==> src/verilog/controlPkg.sv <==
package controlPkg;

    typedef logic [3:0] opcodeT;
    typedef logic [3:0] opExtT;
    typedef logic [3:0] condT;
    typedef logic [7:0] psrT;
    typedef logic [1:0] muxSelT;

    // primary opcodes
    localparam opcodeT OP_REG   = 4'b0000; // register alu group, opExt picks the op
    localparam opcodeT OP_ANDI  = 4'b0001;
    localparam opcodeT OP_ORI   = 4'b0010;
    localparam opcodeT OP_XORI  = 4'b0011;
    localparam opcodeT OP_MEM   = 4'b0100; // load, store, jal, jcond
    localparam opcodeT OP_ADDI  = 4'b0101;
    localparam opcodeT OP_SHIFT = 4'b1000;
    localparam opcodeT OP_SUBI  = 4'b1001;
    localparam opcodeT OP_CMPI  = 4'b1011;
    localparam opcodeT OP_BCOND = 4'b1100;
    localparam opcodeT OP_MOVI  = 4'b1101;
    localparam opcodeT OP_LUI   = 4'b1111;

    // extensions of the register group
    localparam opExtT EXT_AND = 4'b0001;
    localparam opExtT EXT_OR  = 4'b0010;
    localparam opExtT EXT_XOR = 4'b0011;
    localparam opExtT EXT_ADD = 4'b0101;
    localparam opExtT EXT_SUB = 4'b1001;
    localparam opExtT EXT_CMP = 4'b1011;
    localparam opExtT EXT_MOV = 4'b1101;

    localparam opExtT EXT_LSH = 4'b0100; // any other shift extension is lshi

    // extensions of the memory group
    localparam opExtT EXT_LOAD  = 4'b0000;
    localparam opExtT EXT_STOR  = 4'b0100;
    localparam opExtT EXT_JAL   = 4'b1000;
    localparam opExtT EXT_JCOND = 4'b1100;

    // branch conditions
    localparam condT COND_EQ = 4'd0;
    localparam condT COND_NE = 4'd1;
    localparam condT COND_CS = 4'd2;
    localparam condT COND_CC = 4'd3;
    localparam condT COND_HI = 4'd4;
    localparam condT COND_LS = 4'd5;
    localparam condT COND_GT = 4'd6;
    localparam condT COND_LE = 4'd7;
    localparam condT COND_FS = 4'd8;
    localparam condT COND_FC = 4'd9;
    localparam condT COND_LO = 4'd10;
    localparam condT COND_HS = 4'd11;
    localparam condT COND_LT = 4'd12;
    localparam condT COND_GE = 4'd13;
    localparam condT COND_UC = 4'd14;
    localparam condT COND_NV = 4'd15; // never taken

    // psr bit positions
    localparam int FLAG_G = 0;
    localparam int FLAG_Z = 1;
    localparam int FLAG_F = 2;
    localparam int FLAG_L = 3;
    localparam int FLAG_C = 4;

    localparam muxSelT SEL_REG  = 2'b00;
    localparam muxSelT SEL_IMM  = 2'b01;
    localparam muxSelT SEL_ZERO = 2'b10;

    localparam muxSelT PC_NEXT = 2'b00;
    localparam muxSelT PC_ABS  = 2'b01;
    localparam muxSelT PC_REL  = 2'b10;

    typedef enum logic [3:0] {
        CLS_ALU_REG, CLS_ALU_IMM, CLS_CMP, CLS_CMPI, CLS_MOV, CLS_MOVI,
        CLS_LOAD, CLS_STOR, CLS_JAL, CLS_BRANCH, CLS_NOP
    } instrClassT;

    typedef enum logic [4:0] {
        FETCH, DECODE, LOAD_OPS, ALU_EX, CMP_EX, WRITEBACK, MEM_ADDR, MEM_READ,
        MEM_WRITE, LOAD_WB, JAL_REG, JAL_LINK, JAL_JUMP, BRANCH, PC_INCR,
        PC_PAD1, PC_PAD2
    } ctrlStateT;

endpackage

==> src/verilog/decodeIf.sv <==
`timescale 1ns/1ps

// decoded instruction, stable from FETCH to the next FETCH
interface decodeIf;

    controlPkg::instrClassT instrClass;
    logic                   isImm;      // alu b operand is the immediate
    logic                   isAbsolute; // jcond rather than bcond
    controlPkg::condT       cond;

    modport decoder (
        output instrClass,
        output isImm,
        output isAbsolute,
        output cond
    );

    modport sequencer (
        input instrClass
    );

    // the class is needed here as well to latch the move flag
    modport driver (
        input instrClass,
        input isImm,
        input isAbsolute,
        input cond
    );

endinterface

==> src/verilog/controlDriver.sv <==
`timescale 1ns/1ps

module controlDriver (
    input  logic                  clk,
    input  logic                  reset,
    input  controlPkg::ctrlStateT state,
    decodeIf.driver               dec,
    input  controlPkg::psrT       psr,
    output logic                  instrWrite,
    output logic                  newAluInput,
    output logic                  psrRegEn,
    output logic                  regWrite,
    output logic                  memWrite,
    output logic                  writeBackSelect,
    output logic                  dataToWriteSelect,
    output logic                  pcEn,
    output controlPkg::muxSelT    aluSrc1Sel,
    output controlPkg::muxSelT    aluSrc2Sel,
    output controlPkg::muxSelT    pcSrc
);

    logic isMove; // mov or movi, latched when leaving DECODE
    logic taken;

    function automatic logic condHolds(input controlPkg::condT c, input controlPkg::psrT p);
        case (c)
            controlPkg::COND_EQ: return p[controlPkg::FLAG_Z];
            controlPkg::COND_NE: return !p[controlPkg::FLAG_Z];
            controlPkg::COND_GE: return p[controlPkg::FLAG_Z] || p[controlPkg::FLAG_G];
            controlPkg::COND_CS: return p[controlPkg::FLAG_C];
            controlPkg::COND_CC: return !p[controlPkg::FLAG_C];
            controlPkg::COND_HI: return p[controlPkg::FLAG_L];
            controlPkg::COND_LS: return !p[controlPkg::FLAG_L];
            controlPkg::COND_LO: return !p[controlPkg::FLAG_L] && !p[controlPkg::FLAG_Z];
            controlPkg::COND_HS: return p[controlPkg::FLAG_L] || p[controlPkg::FLAG_Z];
            controlPkg::COND_GT: return p[controlPkg::FLAG_G];
            controlPkg::COND_LE: return !p[controlPkg::FLAG_G];
            controlPkg::COND_FS: return p[controlPkg::FLAG_F];
            controlPkg::COND_FC: return !p[controlPkg::FLAG_F];
            controlPkg::COND_LT: return !p[controlPkg::FLAG_G] && !p[controlPkg::FLAG_Z];
            controlPkg::COND_UC: return 1'b1;
            default:             return 1'b0; // never
        endcase
    endfunction

    always_ff @(posedge clk)
    begin
        if (!reset)
            isMove <= 1'b0;
        else if (state == controlPkg::DECODE)
            isMove <= (dec.instrClass == controlPkg::CLS_MOV) ||
                      (dec.instrClass == controlPkg::CLS_MOVI);
    end

    assign taken = condHolds(dec.cond, psr);

    always_comb
    begin
        instrWrite        = 1'b0;
        newAluInput       = 1'b0;
        psrRegEn          = 1'b0;
        regWrite          = 1'b0;
        memWrite          = 1'b0;
        writeBackSelect   = 1'b0;
        dataToWriteSelect = 1'b0;
        pcEn              = 1'b0;
        aluSrc1Sel        = controlPkg::SEL_REG;
        aluSrc2Sel        = controlPkg::SEL_REG;
        pcSrc             = controlPkg::PC_NEXT;
        case (state)
            controlPkg::FETCH: instrWrite = 1'b1;
            controlPkg::LOAD_OPS, controlPkg::MEM_ADDR, controlPkg::JAL_REG:
                newAluInput = 1'b1;
            controlPkg::ALU_EX, controlPkg::CMP_EX:
            begin
                // moves add the source to zero
                aluSrc1Sel = isMove ? controlPkg::SEL_ZERO : controlPkg::SEL_IMM;
                aluSrc2Sel = dec.isImm ? controlPkg::SEL_IMM : controlPkg::SEL_REG;
                psrRegEn   = (state == controlPkg::CMP_EX);
            end
            controlPkg::WRITEBACK: regWrite = 1'b1;
            controlPkg::MEM_WRITE: memWrite = 1'b1;
            controlPkg::LOAD_WB:
            begin
                regWrite        = 1'b1;
                writeBackSelect = 1'b1; // memory data back to the register file
            end
            controlPkg::JAL_LINK:
            begin
                regWrite          = 1'b1;
                dataToWriteSelect = 1'b1; // link address
            end
            controlPkg::JAL_JUMP:
            begin
                pcEn  = 1'b1;
                pcSrc = controlPkg::PC_ABS;
            end
            controlPkg::PC_INCR: pcEn = 1'b1;
            controlPkg::BRANCH:
            begin
                pcEn = 1'b1; // not taken still steps to pc + 1
                if (taken)
                    pcSrc = dec.isAbsolute ? controlPkg::PC_ABS : controlPkg::PC_REL;
            end
            default: ;
        endcase
    end

    assert property (@(posedge clk) disable iff (!reset) !(regWrite && memWrite));

    assert property (@(posedge clk) disable iff (!reset)
        !pcEn |-> pcSrc == controlPkg::PC_NEXT);

endmodule

==> src/verilog/controller.sv <==
`timescale 1ns/1ps

module controller (
    input  logic       clk,
    input  logic       reset,
    input  logic [3:0] op,
    input  logic [3:0] opExt,
    input  logic [3:0] cond,
    input  logic [7:0] psr,
    output logic       instrWrite,
    output logic       newAluInput,
    output logic       psrRegEn,
    output logic       regWrite,
    output logic       memWrite,
    output logic       writeBackSelect,
    output logic       dataToWriteSelect,
    output logic       pcEn,
    output logic [1:0] aluSrc1Sel,
    output logic [1:0] aluSrc2Sel,
    output logic [1:0] pcSrc
);

    controlPkg::ctrlStateT state;

    decodeIf decBus ();

    instrDecoder decoder (
        .op    (op),
        .opExt (opExt),
        .cond  (cond),
        .dec   (decBus.decoder)
    );

    stateSequencer sequencer (
        .clk   (clk),
        .reset (reset),
        .dec   (decBus.sequencer),
        .state (state)
    );

    controlDriver driver (
        .clk               (clk),
        .reset             (reset),
        .state             (state),
        .dec               (decBus.driver),
        .psr               (psr),
        .instrWrite        (instrWrite),
        .newAluInput       (newAluInput),
        .psrRegEn          (psrRegEn),
        .regWrite          (regWrite),
        .memWrite          (memWrite),
        .writeBackSelect   (writeBackSelect),
        .dataToWriteSelect (dataToWriteSelect),
        .pcEn              (pcEn),
        .aluSrc1Sel        (aluSrc1Sel),
        .aluSrc2Sel        (aluSrc2Sel),
        .pcSrc             (pcSrc)
    );

endmodule

==> src/verilog/instrDecoder.sv <==
`timescale 1ns/1ps

module instrDecoder (
    input  controlPkg::opcodeT op,
    input  controlPkg::opExtT  opExt,
    input  controlPkg::condT   cond,
    decodeIf.decoder           dec
);

    assign dec.cond = cond;

    always_comb
    begin
        dec.instrClass = controlPkg::CLS_NOP; // undefined encodings just step the pc
        dec.isImm      = 1'b0;
        dec.isAbsolute = 1'b0;
        case (op)
            controlPkg::OP_REG:
            begin
                case (opExt)
                    controlPkg::EXT_AND, controlPkg::EXT_OR, controlPkg::EXT_XOR,
                    controlPkg::EXT_ADD, controlPkg::EXT_SUB:
                        dec.instrClass = controlPkg::CLS_ALU_REG;
                    controlPkg::EXT_CMP: dec.instrClass = controlPkg::CLS_CMP;
                    controlPkg::EXT_MOV: dec.instrClass = controlPkg::CLS_MOV;
                    default: dec.instrClass = controlPkg::CLS_NOP;
                endcase
            end
            controlPkg::OP_SHIFT:
            begin
                if (opExt == controlPkg::EXT_LSH)
                    dec.instrClass = controlPkg::CLS_ALU_REG;
                else
                begin
                    // shift amount comes from the immediate
                    dec.instrClass = controlPkg::CLS_ALU_IMM;
                    dec.isImm      = 1'b1;
                end
            end
            controlPkg::OP_MEM:
            begin
                case (opExt)
                    controlPkg::EXT_LOAD: dec.instrClass = controlPkg::CLS_LOAD;
                    controlPkg::EXT_STOR: dec.instrClass = controlPkg::CLS_STOR;
                    controlPkg::EXT_JAL:  dec.instrClass = controlPkg::CLS_JAL;
                    controlPkg::EXT_JCOND:
                    begin
                        dec.isAbsolute = 1'b1;
                        if (cond != controlPkg::COND_NV)
                            dec.instrClass = controlPkg::CLS_BRANCH;
                    end
                    default: dec.instrClass = controlPkg::CLS_NOP;
                endcase
            end
            controlPkg::OP_ANDI, controlPkg::OP_ORI, controlPkg::OP_XORI,
            controlPkg::OP_ADDI, controlPkg::OP_SUBI, controlPkg::OP_LUI:
            begin
                dec.instrClass = controlPkg::CLS_ALU_IMM;
                dec.isImm      = 1'b1;
            end
            controlPkg::OP_CMPI:
            begin
                dec.instrClass = controlPkg::CLS_CMPI;
                dec.isImm      = 1'b1;
            end
            controlPkg::OP_MOVI:
            begin
                dec.instrClass = controlPkg::CLS_MOVI;
                dec.isImm      = 1'b1;
            end
            controlPkg::OP_BCOND:
            begin
                if (cond != controlPkg::COND_NV) // never code falls to a plain pc step
                    dec.instrClass = controlPkg::CLS_BRANCH;
            end
            default: dec.instrClass = controlPkg::CLS_NOP;
        endcase
    end

endmodule

==> src/verilog/stateSequencer.sv <==
`timescale 1ns/1ps

module stateSequencer (
    input  logic                  clk,
    input  logic                  reset,
    decodeIf.sequencer            dec,
    output controlPkg::ctrlStateT state
);

    controlPkg::ctrlStateT nextState;

    // successor of every state that does not look at the instruction class
    function automatic controlPkg::ctrlStateT successor(input controlPkg::ctrlStateT s);
        case (s)
            controlPkg::FETCH:     return controlPkg::DECODE;
            controlPkg::ALU_EX:    return controlPkg::WRITEBACK;
            controlPkg::CMP_EX:    return controlPkg::PC_INCR;
            controlPkg::WRITEBACK: return controlPkg::PC_INCR;
            controlPkg::MEM_READ:  return controlPkg::LOAD_WB;
            controlPkg::MEM_WRITE: return controlPkg::PC_INCR;
            controlPkg::LOAD_WB:   return controlPkg::PC_INCR;
            controlPkg::JAL_REG:   return controlPkg::JAL_LINK;
            controlPkg::JAL_LINK:  return controlPkg::JAL_JUMP;
            controlPkg::JAL_JUMP:  return controlPkg::PC_PAD1;
            controlPkg::BRANCH:    return controlPkg::PC_PAD1;
            controlPkg::PC_INCR:   return controlPkg::PC_PAD1;
            controlPkg::PC_PAD1:   return controlPkg::PC_PAD2;
            default:               return controlPkg::FETCH;
        endcase
    endfunction

    always_ff @(posedge clk)
    begin
        if (!reset)
            state <= controlPkg::FETCH;
        else
            state <= nextState;
    end

    always_comb
    begin
        case (state)
            controlPkg::DECODE:
            begin
                case (dec.instrClass)
                    controlPkg::CLS_ALU_REG, controlPkg::CLS_ALU_IMM, controlPkg::CLS_CMP,
                    controlPkg::CLS_CMPI, controlPkg::CLS_MOV, controlPkg::CLS_MOVI:
                        nextState = controlPkg::LOAD_OPS;
                    controlPkg::CLS_LOAD, controlPkg::CLS_STOR:
                        nextState = controlPkg::MEM_ADDR;
                    controlPkg::CLS_JAL:    nextState = controlPkg::JAL_REG;
                    controlPkg::CLS_BRANCH: nextState = controlPkg::BRANCH;
                    default:                nextState = controlPkg::PC_INCR;
                endcase
            end
            // class is held stable and the operand states fork on it again
            controlPkg::LOAD_OPS:
                nextState = (dec.instrClass == controlPkg::CLS_CMP ||
                             dec.instrClass == controlPkg::CLS_CMPI) ?
                            controlPkg::CMP_EX : controlPkg::ALU_EX;
            controlPkg::MEM_ADDR:
                nextState = (dec.instrClass == controlPkg::CLS_STOR) ?
                            controlPkg::MEM_WRITE : controlPkg::MEM_READ;
            default: nextState = successor(state);
        endcase
    end

    // fixed walk outside the class forks
    assert property (@(posedge clk) disable iff (!reset)
        (state != controlPkg::DECODE && state != controlPkg::LOAD_OPS &&
         state != controlPkg::MEM_ADDR) |=> state == successor($past(state)));

    // the forks see the same class that DECODE saw
    assert property (@(posedge clk) disable iff (!reset)
        (state == controlPkg::LOAD_OPS || state == controlPkg::MEM_ADDR) |->
            $stable(dec.instrClass));

endmodule
==> config.mk <==
export PLATFORM = sky130hd
export DESIGN_NAME = controller
export DESIGN_NICKNAME = d
export VERILOG_FILES = /design/src/verilog/controlPkg.sv /design/src/verilog/decodeIf.sv /design/src/verilog/controlDriver.sv /design/src/verilog/controller.sv /design/src/verilog/instrDecoder.sv /design/src/verilog/stateSequencer.sv
export SDC_FILE = /design/constraint.sdc
export NUM_CORES = 1
export LEC_CHECK = 0
export BUFFER_PORTS_ARGS = -buffer_cell sky130_fd_sc_hd__buf_2
export CORE_AREA = 2 2 51 53
export CTS_BUF_LIST = sky130_fd_sc_hd__clkbuf_4 sky130_fd_sc_hd__clkbuf_8 sky130_fd_sc_hd__clkbuf_16
export CTS_CLUSTER_DIAMETER = 100
export DETAILED_ROUTE_END_ITERATION = 6
export DIE_AREA = 0 0 53 55
export GPL_TIMING_DRIVEN = 1
export PLACE_DENSITY = 0.89
export SLEW_MARGIN = 10
export SYNTH_ARGS = -nofsm -noshare
export SYNTH_HDL_FRONTEND = slang
export SYNTH_SLANG_ARGS = --single-unit
==> constraint.sdc <==
create_clock -name clk -period 8 [get_ports clk]
set_clock_uncertainty 0.15 [all_clocks]
set_input_delay 1.2 -clock clk [delete_from_list [all_inputs] [get_ports clk]]
set_output_delay 1.2 -clock clk [all_outputs]
set_load 0.005 [all_outputs]
==> results.sh <==
export IMPL_ys_flop_type="dfxtp_1"
export IMPL_syn_nets=192
export IMPL_die_h_um=55
export IMPL_clkLatencyLatePin_ps=280
export IMPL_num_io_pins=36
export IMPL_tightest_slew_ps=796
export IMPL_via_count=1270
export IMPL_seqPwrFrac_pct=25.7
export IMPL_core_mm2=0.00236
export IMPL_hold_class="reg2reg"
export IMPL_first_global_vias=1076
export IMPL_sw_frac_of_total_pct=46.4
export IMPL_yosysTopAreaCell="dfxtp_1"
export IMPL_cp_end_kind="output pin"
export IMPL_antenna_cells=0
export IMPL_fin_crit_ps=3930
export IMPL_placed_area_mm2=0.00136
export IMPL_post_cts_buffers=0
export IMPL_grt_pass1_wl_um=4790
export IMPL_power_frac_comb_pct=62.3
export IMPL_gp_congestion=0.885
export IMPL_cts_root_buf="clkbuf_4"
export IMPL_fp_row_count=18
export IMPL_synth_distinct_cells=57
export IMPL_dieArea_mm2=0.00292
export IMPL_start_util_pct=51.6
export IMPL_nets=217
export IMPL_outcome="finished clean"
export IMPL_ant_nets=0
export IMPL_syn_cell_area_mm2=0.00122
export IMPL_clkPwrFrac_pct=12.0
export IMPL_cts_sinks=11
export IMPL_yosysTopAreaCellShare_pct=18.1
export IMPL_avgSynthCellArea_um2=7.30
export IMPL_final_area_mm2=0.00139
export IMPL_asyncSetResetFlopFracSynth_pct=0
export IMPL_ys_ff_latch=11
export IMPL_drcViolationCount=0
export IMPL_grt_max_degree=18
export IMPL_dp_hpwl_um=2130
export IMPL_cts_path_max_buffers=2
export IMPL_grt_setup_unrepaired="no"
export IMPL_die_w_um=53
export IMPL_arrival_ps=2580
export IMPL_setup_viol=0
export IMPL_antenna_found_initial=0
export IMPL_cts_made_buffers=3
export IMPL_fmax_mhz=255
export IMPL_critical_path_class="in2out"
export IMPL_netlist_instances=167
export IMPL_grtUsageTotal_pct=21.9
export IMPL_cts_resized=0
export IMPL_power_switching_uw=165
export IMPL_io_buffers=31
export IMPL_htree_levels=1
export IMPL_area_growth_pct=13.7
export IMPL_leakage_nw=0.644
export IMPL_fin_setup_tns_ps=0
export IMPL_final_max_slew_viol_count=0
export IMPL_intPower_uw=191
export IMPL_crit_path_start_kind="input pin"
export IMPL_cp_max_fo=6
export IMPL_r2r_slack_ps=5100
export IMPL_crit_required_ps=6650
export IMPL_wire_per_inst_um=12.2
export IMPL_maxCapViolations=0
export IMPL_wl_um=2710
export IMPL_hold_violations=0
export IMPL_synthTopCellsByArea="dfxtp_1 (18%), nor2_1 (5.8%), a21oi_1 (4.9%)"
export IMPL_slew_headroom_pct=47.0
export IMPL_viasPerCell=5.75
export IMPL_power_density_mw_per_mm2=257
export IMPL_drtIter0Drc=20
export IMPL_clkTransAtPathRegs_ps=70
export IMPL_synth_warnings=0
export IMPL_vdd_drop_max_uv=182
export IMPL_cts_hold_repair_buffers=0
export IMPL_synth_edf_count=0
export IMPL_cts_tree="done"
export IMPL_gr_total_overflow=0
export IMPL_drt_pass1_iterations=5
export IMPL_drive_above_1_share_pct=22.5
export IMPL_ys_seq_area_share_pct=18.1
export IMPL_period_share_pct=49.1
power groups by stage:
stage	clock network [mW]	registers [mW]	logic [mW]
after floorplan	0	0.0760	0.191
after global placement	0	0.0919	0.218
after detailed placement	0	0.0925	0.221
after CTS	0.0439	0.0912	0.222
after global routing	0.0468	0.0955	0.255
final	0.0427	0.0917	0.222
logic make-up (layout without fill, tap and decap cells):
| family | count (synthesis) | in the layout | share of synthesized area (%) |
|---|---|---|---|
| flip-flops | 11 | 11 | 18.1 |
| buffers and inverters | 22 | 46 | 7.90 |
| AND/OR/NAND/NOR | 82 | 82 | 39.8 |
| XOR/XNOR | 2 | 2 | 1.44 |
| multiplexers | 2 | 2 | 2.67 |
| AO/OA/AOI/OAI | 44 | 44 | 26.8 |
| other | 1 | 1 | 0.307 |
| adder cells (fa/ha/maj) | 3 | 3 | 3.08 |
final cells by class:
cell class | count | area, um^2
inverter | 11 | 41.3
sequential | 11 | 220
timing repair buffer | 31 | 155
clock buffer | 4 | 30.0
multi-input combinational | 134 | 903
tap | 30 | 37.5
fill | 254 | 977
worst max-delay path, stage by stage:
cell and delay (ps):
buf_2 130, mux4_2 490, mux2i_1 170, xnor2_1 190, nand2_1 90, o22ai_1 170
buf_2 130
path summary, 6_finish.rpt:
check	depth (start not counted)	endpoint	startpoint
hold / removal	1	sequencer.state[4]	flip-flop
hold reg to reg	1	sequencer.state[4]	flip-flop
setup / recovery	7	pcSrc[0]	cond[3]
setup reg to reg	8	flip-flop	sequencer.state[0]
metal layers:
metal  up-vias  wire length (um)  share of wire (%)  GRT usage, %
li1        663                 -                  -             -
met1       559              1260                 46          30.8
met2        43              1260                 47          34.8
met3         5               157                5.8          4.03
met4         0                29                1.1          5.13
met5         -                 0                  0             0
layout by cell type (no fill, tap or decap), types with 2 or more instances in the layout:
master and instances:
and3b_1 2, and3_1 4, nand2_1 6, a21o_1 2
or3_1 6, o21ai_0 6, a31oi_1 3, nor4b_1 2
clkbuf_4 4, nand3b_1 4, ha_1 3, o22ai_1 2
nor3b_1 3, nor2b_1 5, and4_1 2, nand3_1 3
dfxtp_1 11, nor3_1 8, a21oi_1 12, nand2b_1 8
inv_1 8, nor2_1 19, nor4_1 2, inv_2 2
buf_2 31, or3b_1 3
cells in the mapped netlist, types with 4 or more instances:
library cell,instances
nand2_1,6
clkbuf_1,4
or3_1,6
dfxtp_1,11
nand3b_1,4
nor3_1,8
nor2_1,19
nand2b_1,8
nor2b_1,5
o21ai_0,6
a21oi_1,12
and3_1,4
inv_1,8
buf_2,5
stage by stage:
step / hold slack, ps / util, % / std cells / setup slack (ps) / total power, mW
4_1_cts: 301 / 58.7 / 221 / 4060 / 0.357
5_1_grt: 327 / 58.7 / 221 / 3950 / 0.397
6_report: 305 / 58.7 / 221 / 4070 / 0.356
3_5_place_dp: 284 / 57.4 / 217 / 4070 / 0.313
3_3_place_gp: 286 / 57.4 / 217 / 4090 / 0.310
2_1_floorplan: 279 / - / 167 / 4450 / 0.267
No activity file was read; power rests on OpenSTA's default activity.
